<file path="config.mk">
export PLATFORM = sky130hd
export DESIGN_NAME = bgpu_soc
export DESIGN_NICKNAME = d
export VERILOG_FILES = /design/src/rtl/bgpu_pkg.sv /design/src/rtl/dbg_wb_if.sv /design/src/rtl/warp_dispatcher.sv /design/src/rtl/tblock_done_arbiter.sv /design/src/rtl/dbg_mem.sv /design/src/rtl/bgpu_soc.sv
export SDC_FILE = /design/constraint.sdc
export NUM_CORES = 2
export LEC_CHECK = 0
export ABC_AREA = 1
export BUFFER_PORTS_ARGS = -buffer_cell sky130_fd_sc_hd__buf_2
export CORE_MARGIN = 4
export CORE_UTILIZATION = 60
export CTS_BUF_LIST = sky130_fd_sc_hd__clkbuf_4 sky130_fd_sc_hd__clkbuf_8
export DETAILED_ROUTE_END_ITERATION = 12
export HOLD_SLACK_MARGIN = 0.1
export MAX_ROUTING_LAYER = met4
export PLACE_DENSITY_LB_ADDON = 0.1
export SLEW_MARGIN = 25
export SYNTH_ARGS = -nofsm -noshare
export SYNTH_HDL_FRONTEND = slang
export SYNTH_SLANG_ARGS = --single-unit
export TNS_END_PERCENT = 10
</file>
<file path="constraint.sdc">
create_clock -name ext_clk_i -period 5.65 [get_ports ext_clk_i]
set_input_delay 0.8475 -clock ext_clk_i [delete_from_list [all_inputs] [get_ports ext_clk_i]]
set_output_delay 0.8475 -clock ext_clk_i [all_outputs]
set_load 0.05 [all_outputs]
</file>
<file path="src/rtl/bgpu_pkg.sv">
// ####################
// BGPU SoC shared sizes, widths and types
// Used by the dispatcher, the completion arbiter and the debug memory
// ####################

package bgpu_pkg;

    // ####################
    // Sizes and widths

    // Number of compute clusters outside the design
    localparam int NumClusters   = 4;
    // Program counter width
    localparam int PcWidth       = 16;
    // Data pointer and debug address width
    localparam int AddressWidth  = 32;
    // Thread block index inside a thread group
    localparam int TblockIdxBits = 8;
    // Thread group identifier
    localparam int TgroupIdBits  = 8;

    // Debug bus data width
    localparam int DbgWidth       = 32;
    // Debug scratch memory depth in words
    localparam int DbgMemWords    = 64;
    // Word index bits, taken from address bits 7 to 2
    localparam int DbgWordIdxBits = 6;

    // ####################
    // Types

    typedef logic [PcWidth-1:0]       pc_t;
    typedef logic [AddressWidth-1:0]  addr_t;
    typedef logic [TblockIdxBits-1:0] tblock_idx_t;
    typedef logic [TgroupIdBits-1:0]  tgroup_id_t;
    typedef logic [DbgWidth-1:0]      dbg_data_t;
    // One byte select per debug data byte
    typedef logic [DbgWidth/8-1:0]    dbg_sel_t;
    // One bit per compute cluster
    typedef logic [NumClusters-1:0]   cluster_mask_t;

    // Value returned for a word that was never written
    localparam dbg_data_t DbgUninitWord = '1;

    // Warp allocation command, shared by all clusters
    typedef struct packed {
        pc_t         pc;
        addr_t       dp_addr;
        tblock_idx_t tblock_idx;
        tgroup_id_t  tgroup_id;
    } alloc_cmd_t;

endpackage : bgpu_pkg

</file>
<file path="src/rtl/dbg_wb_if.sv">
// ####################
// Wishbone classic debug bus
// ####################

interface dbg_wb_if import bgpu_pkg::*; ();

    // Cycle and strobe, both high for an access
    logic      cyc;
    logic      stb;
    logic      we;
    addr_t     adr;
    dbg_data_t dat_w;
    dbg_sel_t  sel;
    // Slave response, ack is a single cycle pulse
    dbg_data_t dat_r;
    logic      ack;

    // Master holds adr, we, dat_w and sel until ack
    modport master (
        output cyc, stb, we, adr, dat_w, sel,
        input  dat_r, ack
    );

    modport slave (
        input  cyc, stb, we, adr, dat_w, sel,
        output dat_r, ack
    );

endinterface : dbg_wb_if

</file>
<file path="src/rtl/warp_dispatcher.sv">
// ####################
// Warp dispatcher
// Sends each accepted allocation to the lowest-numbered free cluster
// ####################

module warp_dispatcher import bgpu_pkg::*; (
    input  logic          clk_i,
    input  logic          rst_n_i,

    // Host allocation request
    input  logic          alloc_valid_i,
    input  alloc_cmd_t    alloc_cmd_i,
    output logic          warp_free_o,

    // Cluster side
    input  cluster_mask_t cc_warp_free_i,
    output cluster_mask_t cc_allocate_o,
    output alloc_cmd_t    cc_cmd_o
);

    // ####################
    // Signals

    // Registered one-hot select, high for one cycle per allocation
    cluster_mask_t alloc_q;
    // Registered command, shared by all clusters
    alloc_cmd_t    cmd_q;

    // Free clusters not being allocated to this cycle
    cluster_mask_t avail;
    // Lowest available cluster, one-hot
    cluster_mask_t sel;
    logic          sel_found;
    logic          accept;

    // ####################
    // Cluster selection

    // The cluster allocated to last cycle may still report free
    assign avail = cc_warp_free_i & ~alloc_q;

    assign warp_free_o = |avail;

    // Pick the first free cluster, lowest index wins
    always_comb begin : pick_first_free
        sel       = '0;
        sel_found = 1'b0;
        for (int unsigned i = 0; i < NumClusters; i++) begin
            if (!sel_found && avail[i]) begin
                sel[i]    = 1'b1;
                sel_found = 1'b1;
            end
        end
    end : pick_first_free

    // Handshake with the host
    assign accept = alloc_valid_i & warp_free_o;

    // ####################
    // Allocation registers

    // Select pulse, cleared whenever nothing is accepted
    always_ff @(posedge clk_i) begin : alloc_sel_reg
        if (!rst_n_i) begin
            alloc_q <= '0;
        end else if (accept) begin
            alloc_q <= sel;
        end else begin
            alloc_q <= '0;
        end
    end : alloc_sel_reg

    // Command payload, only loaded on acceptance
    always_ff @(posedge clk_i) begin : alloc_cmd_reg
        if (accept) begin
            cmd_q <= alloc_cmd_i;
        end
    end : alloc_cmd_reg

    // Outputs toward the clusters
    assign cc_allocate_o = alloc_q;
    assign cc_cmd_o      = cmd_q;

endmodule : warp_dispatcher

</file>
<file path="src/rtl/tblock_done_arbiter.sv">
// ####################
// Thread block completion arbiter
// Round-robin merge of per-cluster done reports into one stream
// ####################

module tblock_done_arbiter import bgpu_pkg::*; (
    input  logic                           clk_i,
    input  logic                           rst_n_i,

    // Per-cluster done reports
    input  cluster_mask_t                  cc_done_i,
    input  tgroup_id_t [NumClusters-1:0]   cc_done_id_i,
    output cluster_mask_t                  cc_done_ready_o,

    // Merged stream
    output logic                           done_o,
    output tgroup_id_t                     done_id_o,
    input  logic                           done_ready_i
);

    typedef logic [$clog2(NumClusters)-1:0] cluster_idx_t;

    // Priority pointer, first cluster looked at
    cluster_idx_t ptr_q;
    // Grant held while the output stalls
    logic         lock_q;
    cluster_idx_t lock_idx_q;

    cluster_idx_t rr_idx;
    logic         rr_found;
    cluster_idx_t gnt_idx;

    // ####################
    // Round-robin pick

    always_comb begin : rr_pick
        int unsigned idx;
        rr_idx   = ptr_q;
        rr_found = 1'b0;
        // Walk from the pointer, wrapping past the last cluster
        for (int unsigned i = 0; i < NumClusters; i++) begin
            idx = (ptr_q + i) % NumClusters;
            if (!rr_found && cc_done_i[idx]) begin
                rr_idx   = cluster_idx_t'(idx);
                rr_found = 1'b1;
            end
        end
    end : rr_pick

    // Stalled grant wins over a fresh pick
    assign gnt_idx = lock_q ? lock_idx_q : rr_idx;

    // With no request the pick rests on an idle cluster, so done_o is low
    assign done_o    = cc_done_i[gnt_idx];
    assign done_id_o = cc_done_id_i[gnt_idx];

    // Only the granted cluster sees ready
    always_comb begin : ready_fanout
        cc_done_ready_o          = '0;
        cc_done_ready_o[gnt_idx] = done_o & done_ready_i;
    end : ready_fanout

    // ####################
    // Pointer and lock

    always_ff @(posedge clk_i) begin : rr_state
        if (!rst_n_i) begin
            ptr_q      <= '0;
            lock_q     <= 1'b0;
            lock_idx_q <= '0;
        end else begin
            lock_q     <= done_o & ~done_ready_i;
            lock_idx_q <= gnt_idx;
            // After a transfer the next cluster gets first look
            if (done_o && done_ready_i) begin
                ptr_q <= (gnt_idx == cluster_idx_t'(NumClusters - 1)) ? '0 : gnt_idx + 1'b1;
            end
        end
    end : rr_state

endmodule : tblock_done_arbiter

</file>
<file path="src/rtl/dbg_mem.sv">
// ####################
// Debug scratch memory on a Wishbone classic slave port
// Unwritten and out-of-range words read as all ones
// ####################

module dbg_mem import bgpu_pkg::*; (
    input  logic clk_i,
    input  logic rst_n_i,
    dbg_wb_if.slave wb
);

    // ####################
    // Storage

    dbg_data_t              mem_q [DbgMemWords];
    // One written flag per word
    logic [DbgMemWords-1:0] written_q;

    // Response registers
    logic      ack_q;
    dbg_data_t rdata_q;

    // ####################
    // Access decode

    logic                      req;
    logic                      in_range;
    logic                      wr_en;
    logic [DbgWordIdxBits-1:0] word_idx;
    dbg_data_t                 cur_word;
    dbg_data_t                 wr_word;

    // New access, ack_q blocks a second ack for the same strobe
    assign req = wb.cyc & wb.stb & ~ack_q;

    // Word index from address bits 7 to 2
    assign word_idx = wb.adr[DbgWordIdxBits+1:2];

    // Any set bit above the word index is outside the memory
    assign in_range = ~|wb.adr[AddressWidth-1:DbgWordIdxBits+2];

    // Current content as seen by the bus
    assign cur_word = (in_range && written_q[word_idx]) ? mem_q[word_idx] : DbgUninitWord;

    // Byte merge, unselected bytes keep the current content
    always_comb begin : byte_merge
        for (int unsigned b = 0; b < DbgWidth / 8; b++) begin
            if (wb.sel[b]) begin
                wr_word[8*b +: 8] = wb.dat_w[8*b +: 8];
            end else begin
                wr_word[8*b +: 8] = cur_word[8*b +: 8];
            end
        end
    end : byte_merge

    // Out-of-range writes are acknowledged but dropped
    assign wr_en = req & wb.we & in_range;

    // ####################
    // Control state

    always_ff @(posedge clk_i) begin : ctrl_regs
        if (!rst_n_i) begin
            ack_q     <= 1'b0;
            written_q <= '0;
        end else begin
            // Ack one cycle after the strobe, for one cycle
            ack_q <= req;
            if (wr_en) begin
                written_q[word_idx] <= 1'b1;
            end
        end
    end : ctrl_regs

    // ####################
    // Data path

    always_ff @(posedge clk_i) begin : data_regs
        if (wr_en) begin
            mem_q[word_idx] <= wr_word;
        end
        // Read data lines up with ack
        if (req && !wb.we) begin
            rdata_q <= cur_word;
        end
    end : data_regs

    assign wb.ack   = ack_q;
    assign wb.dat_r = rdata_q;

endmodule : dbg_mem

</file>
<file path="src/rtl/bgpu_soc.sv">
// ####################
// BGPU SoC top level
// Warp dispatch, thread block completion and debug scratch memory
// ####################

module bgpu_soc import bgpu_pkg::*; (
    // Clock and reset
    input  logic                         ext_clk_i,
    input  logic                         rst_n_i,

    // Debug bus, Wishbone classic
    input  logic                         dbg_cyc_i,
    input  logic                         dbg_stb_i,
    input  logic                         dbg_we_i,
    input  addr_t                        dbg_adr_i,
    input  dbg_data_t                    dbg_dat_i,
    input  dbg_sel_t                     dbg_sel_i,
    output dbg_data_t                    dbg_dat_o,
    output logic                         dbg_ack_o,

    // Host allocation request
    input  logic                         alloc_valid_i,
    input  pc_t                          alloc_pc_i,
    input  addr_t                        alloc_dp_addr_i,
    input  tblock_idx_t                  alloc_tblock_idx_i,
    input  tgroup_id_t                   alloc_tgroup_id_i,
    output logic                         warp_free_o,

    // Cluster allocation side
    input  cluster_mask_t                cc_warp_free_i,
    output cluster_mask_t                cc_allocate_o,
    output pc_t                          cc_pc_o,
    output addr_t                        cc_dp_addr_o,
    output tblock_idx_t                  cc_tblock_idx_o,
    output tgroup_id_t                   cc_tgroup_id_o,

    // Cluster completion side
    input  cluster_mask_t                cc_done_i,
    input  tgroup_id_t [NumClusters-1:0] cc_done_id_i,
    output cluster_mask_t                cc_done_ready_o,

    // Merged completion stream
    output logic                         tblock_done_o,
    output tgroup_id_t                   tblock_done_id_o,
    input  logic                         tblock_done_ready_i
);

    // ####################
    // Signals

    // Allocation command in and out of the dispatcher
    alloc_cmd_t alloc_cmd;
    alloc_cmd_t cc_cmd;

    // Debug bus toward the scratch memory
    dbg_wb_if dbg_wb ();

    // ####################
    // Warp allocation

    // Pack the host fields
    assign alloc_cmd.pc         = alloc_pc_i;
    assign alloc_cmd.dp_addr    = alloc_dp_addr_i;
    assign alloc_cmd.tblock_idx = alloc_tblock_idx_i;
    assign alloc_cmd.tgroup_id  = alloc_tgroup_id_i;

    warp_dispatcher i_warp_dispatcher (
        .clk_i         ( ext_clk_i      ),
        .rst_n_i       ( rst_n_i        ),
        .alloc_valid_i ( alloc_valid_i  ),
        .alloc_cmd_i   ( alloc_cmd      ),
        .warp_free_o   ( warp_free_o    ),
        .cc_warp_free_i( cc_warp_free_i ),
        .cc_allocate_o ( cc_allocate_o  ),
        .cc_cmd_o      ( cc_cmd         )
    );

    // Command fields go to every cluster, the one-hot select picks one
    assign cc_pc_o         = cc_cmd.pc;
    assign cc_dp_addr_o    = cc_cmd.dp_addr;
    assign cc_tblock_idx_o = cc_cmd.tblock_idx;
    assign cc_tgroup_id_o  = cc_cmd.tgroup_id;

    // ####################
    // Thread block completion

    tblock_done_arbiter i_tblock_done_arbiter (
        .clk_i          ( ext_clk_i           ),
        .rst_n_i        ( rst_n_i             ),
        .cc_done_i      ( cc_done_i           ),
        .cc_done_id_i   ( cc_done_id_i        ),
        .cc_done_ready_o( cc_done_ready_o     ),
        .done_o         ( tblock_done_o       ),
        .done_id_o      ( tblock_done_id_o    ),
        .done_ready_i   ( tblock_done_ready_i )
    );

    // ####################
    // Debug memory

    // Top ports act as the bus master
    assign dbg_wb.cyc   = dbg_cyc_i;
    assign dbg_wb.stb   = dbg_stb_i;
    assign dbg_wb.we    = dbg_we_i;
    assign dbg_wb.adr   = dbg_adr_i;
    assign dbg_wb.dat_w = dbg_dat_i;
    assign dbg_wb.sel   = dbg_sel_i;

    dbg_mem i_dbg_mem (
        .clk_i  ( ext_clk_i ),
        .rst_n_i( rst_n_i   ),
        .wb     ( dbg_wb    )
    );

    // Slave response back to the ports
    assign dbg_dat_o = dbg_wb.dat_r;
    assign dbg_ack_o = dbg_wb.ack;

endmodule : bgpu_soc

</file>
==> out/metrics.csv <==
stage,metric,value,unit
outcome,status,"finished, final reports clean",
worst_setup_path,"most used cell, CP",nand2_1,
timing,fmax,0.199,GHz
yosys,Yosys warnings,0,
drt,Initial DRT Pass Iterations,5,
drt,drt wl/cell,28.1,um
placement,gpl congestion,0.833,
floorplanning,num rows,136,
floorplanning,Die Area,0.144,mm2
clock_network,total CTS buffers,358,
drt,final wirelength,238000,um
timing,RSZ-0062 raised after global routing,no,
timing,TNS Setup,0,ns
worst_setup_path,Worst R2R Setup Slack,2.36,ns
job,Max-Cap Viols,0,
power,PwrDens,351,mW/mm2
global_routing,first-pass GRT wire length,345000,um
drt,"antenna viol nets, final",0,
finish,Seq. cell area,0.0659,mm2
finish,filler cell count,9228,
timing,final hold vios,0,
drt,DR DRC count,0,
floorplanning,Starting Density,60.3,%
worst_setup_path,critical path required time,4.80,ns
yosys,Post-Syn Instances,5768,
floorplanning,Core Footprint,0.137,mm2
floorplanning,I/O pin count,294,
clock_network,CTS sink cnt,2218,
worst_setup_path,CP Depth,15,
worst_setup_path,critical path's top delay family,simple AND/OR/NAND/NOR gates,
global_routing,vias in the first global route,51378,
clock_network,CTS Root Cell,clkbuf_8,
yosys,"top cells by area, synth","edfxtp_1 78%, nand2_1 7.4%, a22oi_1 2.3%",
clock_network,post_cts resized,0,
clock_network,number of buffers added for setup after CTS,0,
drt,Vias,52355,
yosys,register area share after synthesis,79.4,%
placement,Buffers on Ports,291,
power,Peak VDD IR,0.270,mV
timing,worst hold margin,0.193,ns
worst_setup_path,worst setup path class,reg -> out,
clock_network,# hold bufs at CTS,73,
timing,Setup Viol. Count Final,0,
yosys,async set or reset register ratio after synthesis,0,%
timing,worst slew pin tran,0.943,ns
timing,Rel. slew slack,36.5,%
hold_path,hold path cells,3,
worst_setup_path,Max stage delay on crit path,0.60,ns
yosys,largest area contributor in the netlist,edfxtp_1,
yosys,Yosys cell types,41,
worst_setup_path,CP Capture Type,primary output,
timing,final setup skew,0.0676,ns
drt,DR iter-0 viols,6200,
global_routing,antenna violations before repair,5,
timing,crit share post-route,88.9,%
timing,fin crit period,5.02,ns
global_routing,total track usage,33.8,%
yosys,Yosys top cell area share,77.6,%
clock_network,CTS tree,done,
clock_network,worst-skew pair later-pin latency,1.03,ns
worst_setup_path,Worst R2R End,i_dbg_mem.mem_q[47][27],
clock_network,CTS max path bufs,4,
yosys,Synth Cell Area,0.0830,mm2
floorplanning,Die Ht,380,um
yosys,net count after synthesis,5949,
hold_path,Worst Hold Class,in -> reg,
drt,vias per std cell,6.17,
clock_network,Worst-path clk slew,0.05,ns
hold_path,hold path start,rst_n_i,
timing,post-route setup slack,0.629,ns
worst_setup_path,worst-path fanout max,23,
finish,area grow syn2layout,15.6,%
yosys,"Top FF cell, synth",edfxtp_1,
finish,area of the multi-input gates,0.0157,mm2
placement,dpl ws,0.649,ns
timing,fin. max-slew vios,0,
finish,final net count,6624,
worst_setup_path,FF-to-FF Start,i_dbg_mem.wb.ack,
worst_setup_path,cell breakdown of the critical path,inv_2 -> nand2_1 -> nand3_1 -> nand2_1 -> nand2_1 -> inv_1 -> nand2_1 -> nand2_1 -> nand2_1 -> nand2_1 -> nand2_1 -> inv_1 -> o21ai_0 -> o211ai_1 -> buf_2,
worst_setup_path,slowest CP cell,dfxtp_1,
yosys,Seq cells post-synth,2218,
worst_setup_path,WP buf/inv,4,
yosys,Post-synth EDFFs,2144,
power,Lkg Pwr,33.1,nW
finish,share of post-route cells with drive strength above 1,18.0,%
worst_setup_path,type of origin of the critical path,flip-flop,
placement,Final HPWL DP,135000,um
worst_setup_path,R2R cell count,7,
yosys,Avg Inst Size Synth,14.4,um2
worst_setup_path,Worst EP arrival,4.17,ns
hold_path,Worst Hold End,i_tblock_done_arbiter.lock_q,
global_routing,largest net degree at the start of global routing,76,
floorplanning,die width,380,um
global_routing,GR Overflow Total,0,
power,power after layout,33.6,mW
clock_network,H-tree depth,5,
[worst max-delay path by stage]
stage | from | end | slack (ns)
2_1_floorplan | cc_done_i[3] | cc_done_ready_o[1] | 1.56
5_1_grt | i_tblock_done_arbiter.ptr_q[0] | tblock_done_id_o[0] | 0.21
6_report | i_tblock_done_arbiter.ptr_q[0] | tblock_done_id_o[0] | 0.63
3_5_place_dp | dbg_adr_i[2] | i_dbg_mem.mem_q[45][31] | 0.65
3_3_place_gp | dbg_adr_i[2] | i_dbg_mem.mem_q[42][31] | 0.66
4_1_cts | i_tblock_done_arbiter.ptr_q[0] | tblock_done_id_o[6] | 0.62
[worst register-to-register path, cell delays in order, from the launching register on]
cell and delay (ns):
dfxtp_1 0.31, nand3b_1 0.32, nor2_1 0.17, nand2_1 0.15, inv_1 0.38, nand2_1 0.57, nor2_4 0.78, buf_12 0.28
[cells in the mapped netlist, types with 12 or more instances]
library cell / n
inv_1: 128
buf_4: 16
clkbuf_1: 90
dfxtp_1: 74
buf_6: 20
o211ai_1: 20
edfxtp_1: 2144
a22o_1: 96
a22oi_1: 252
nand2_1: 1646
a21oi_1: 95
o21ai_1: 24
o31ai_1: 29
nand4_1: 233
a221oi_1: 60
nor2_1: 305
buf_1: 32
buf_2: 128
o21ai_0: 118
nand3_2: 12
nand3_1: 158
o2111ai_1: 29
[kinds of logic after synthesis]
logic type / Yosys count / synth area share [%]
buffers and inverters: 427 / 2.39
and+or+nand+nor: 2390 / 12.0
AOI/OAI and AO/OA: 731 / 6.20
DFF: 2218 / 79.4
adders and majority gates: 2 / 0.0302
[layout make-up]
type	count	share of cell area (%)
clock inverter	92	0.515
inverter	141	0.606
multi-input combinational	3123	16.4
clock buffer	508	6.41
tap	1794	2.34
antenna	3	0.00782
timing repair buffer	601	5.06
sequential	2218	68.6
[where the power goes]
group / switching [mW] / internal (mW) / total [mW] / leakage, nW
registers: 0.0236 / 18.1 / 18.2 / 19.8
logic: 1.78 / 0.598 / 2.37 / 9.70
clock network: 5.98 / 7.12 / 13.1 / 3.54
total: 7.78 / 25.9 / 33.6 / 33.1
[cells in the final DEF, fill, tap and decap left out, drive strengths merged, types with 2 or more instances in the layout]
master          n
nor3           12
nor4            7
clkbuf        508
nand4         233
o31ai          29
edfxtp       2144
clkinv         84
a21oi          95
a22oi         252
bufinv          4
a221oi         62
o2111ai        29
o21ai         142
nand3         172
or2             2
a22o           96
dfxtp          74
nand3b         10
ha              2
dlygate4sd3    73
nor2          305
o211ai         20
diode           3
buf           528
nand2        1648
clkinvlp        3
inv           142
[registers in the layout, summed over array words and instances (netlist names)]
signal                            count
i_warp_dispatcher.cc_allocate_o       4
i_dbg_mem.written_q                  64
i_dbg_mem.mem_q                    2048
i_dbg_mem.wb.dat_r                   32
i_tblock_done_arbiter.ptr_q           2
i_dbg_mem.wb.ack                      1
i_tblock_done_arbiter.lock_idx_q      2
i_warp_dispatcher.cc_cmd_o           64
i_tblock_done_arbiter.lock_q          1
[metrics by stage]
step	util, %	instances	cell area, um2
after global routing	69.8	8479	95900
after detailed placement	64.4	7804	88600
after CTS	69.8	8477	95900
after floorplan	-	5768	83000
final	69.8	8480	95900
after global placement	64.4	7804	88600
[layer usage]
layer	GRT usage, %	wire length [um]	vias up
met3	6.07	24000	477
met1	44.3	89200	26059
li1	-	-	22704
met5	-	0	-
met4	13.7	10200	0
met2	53.3	115000	3115
Power figures use the tool's default switching activity.
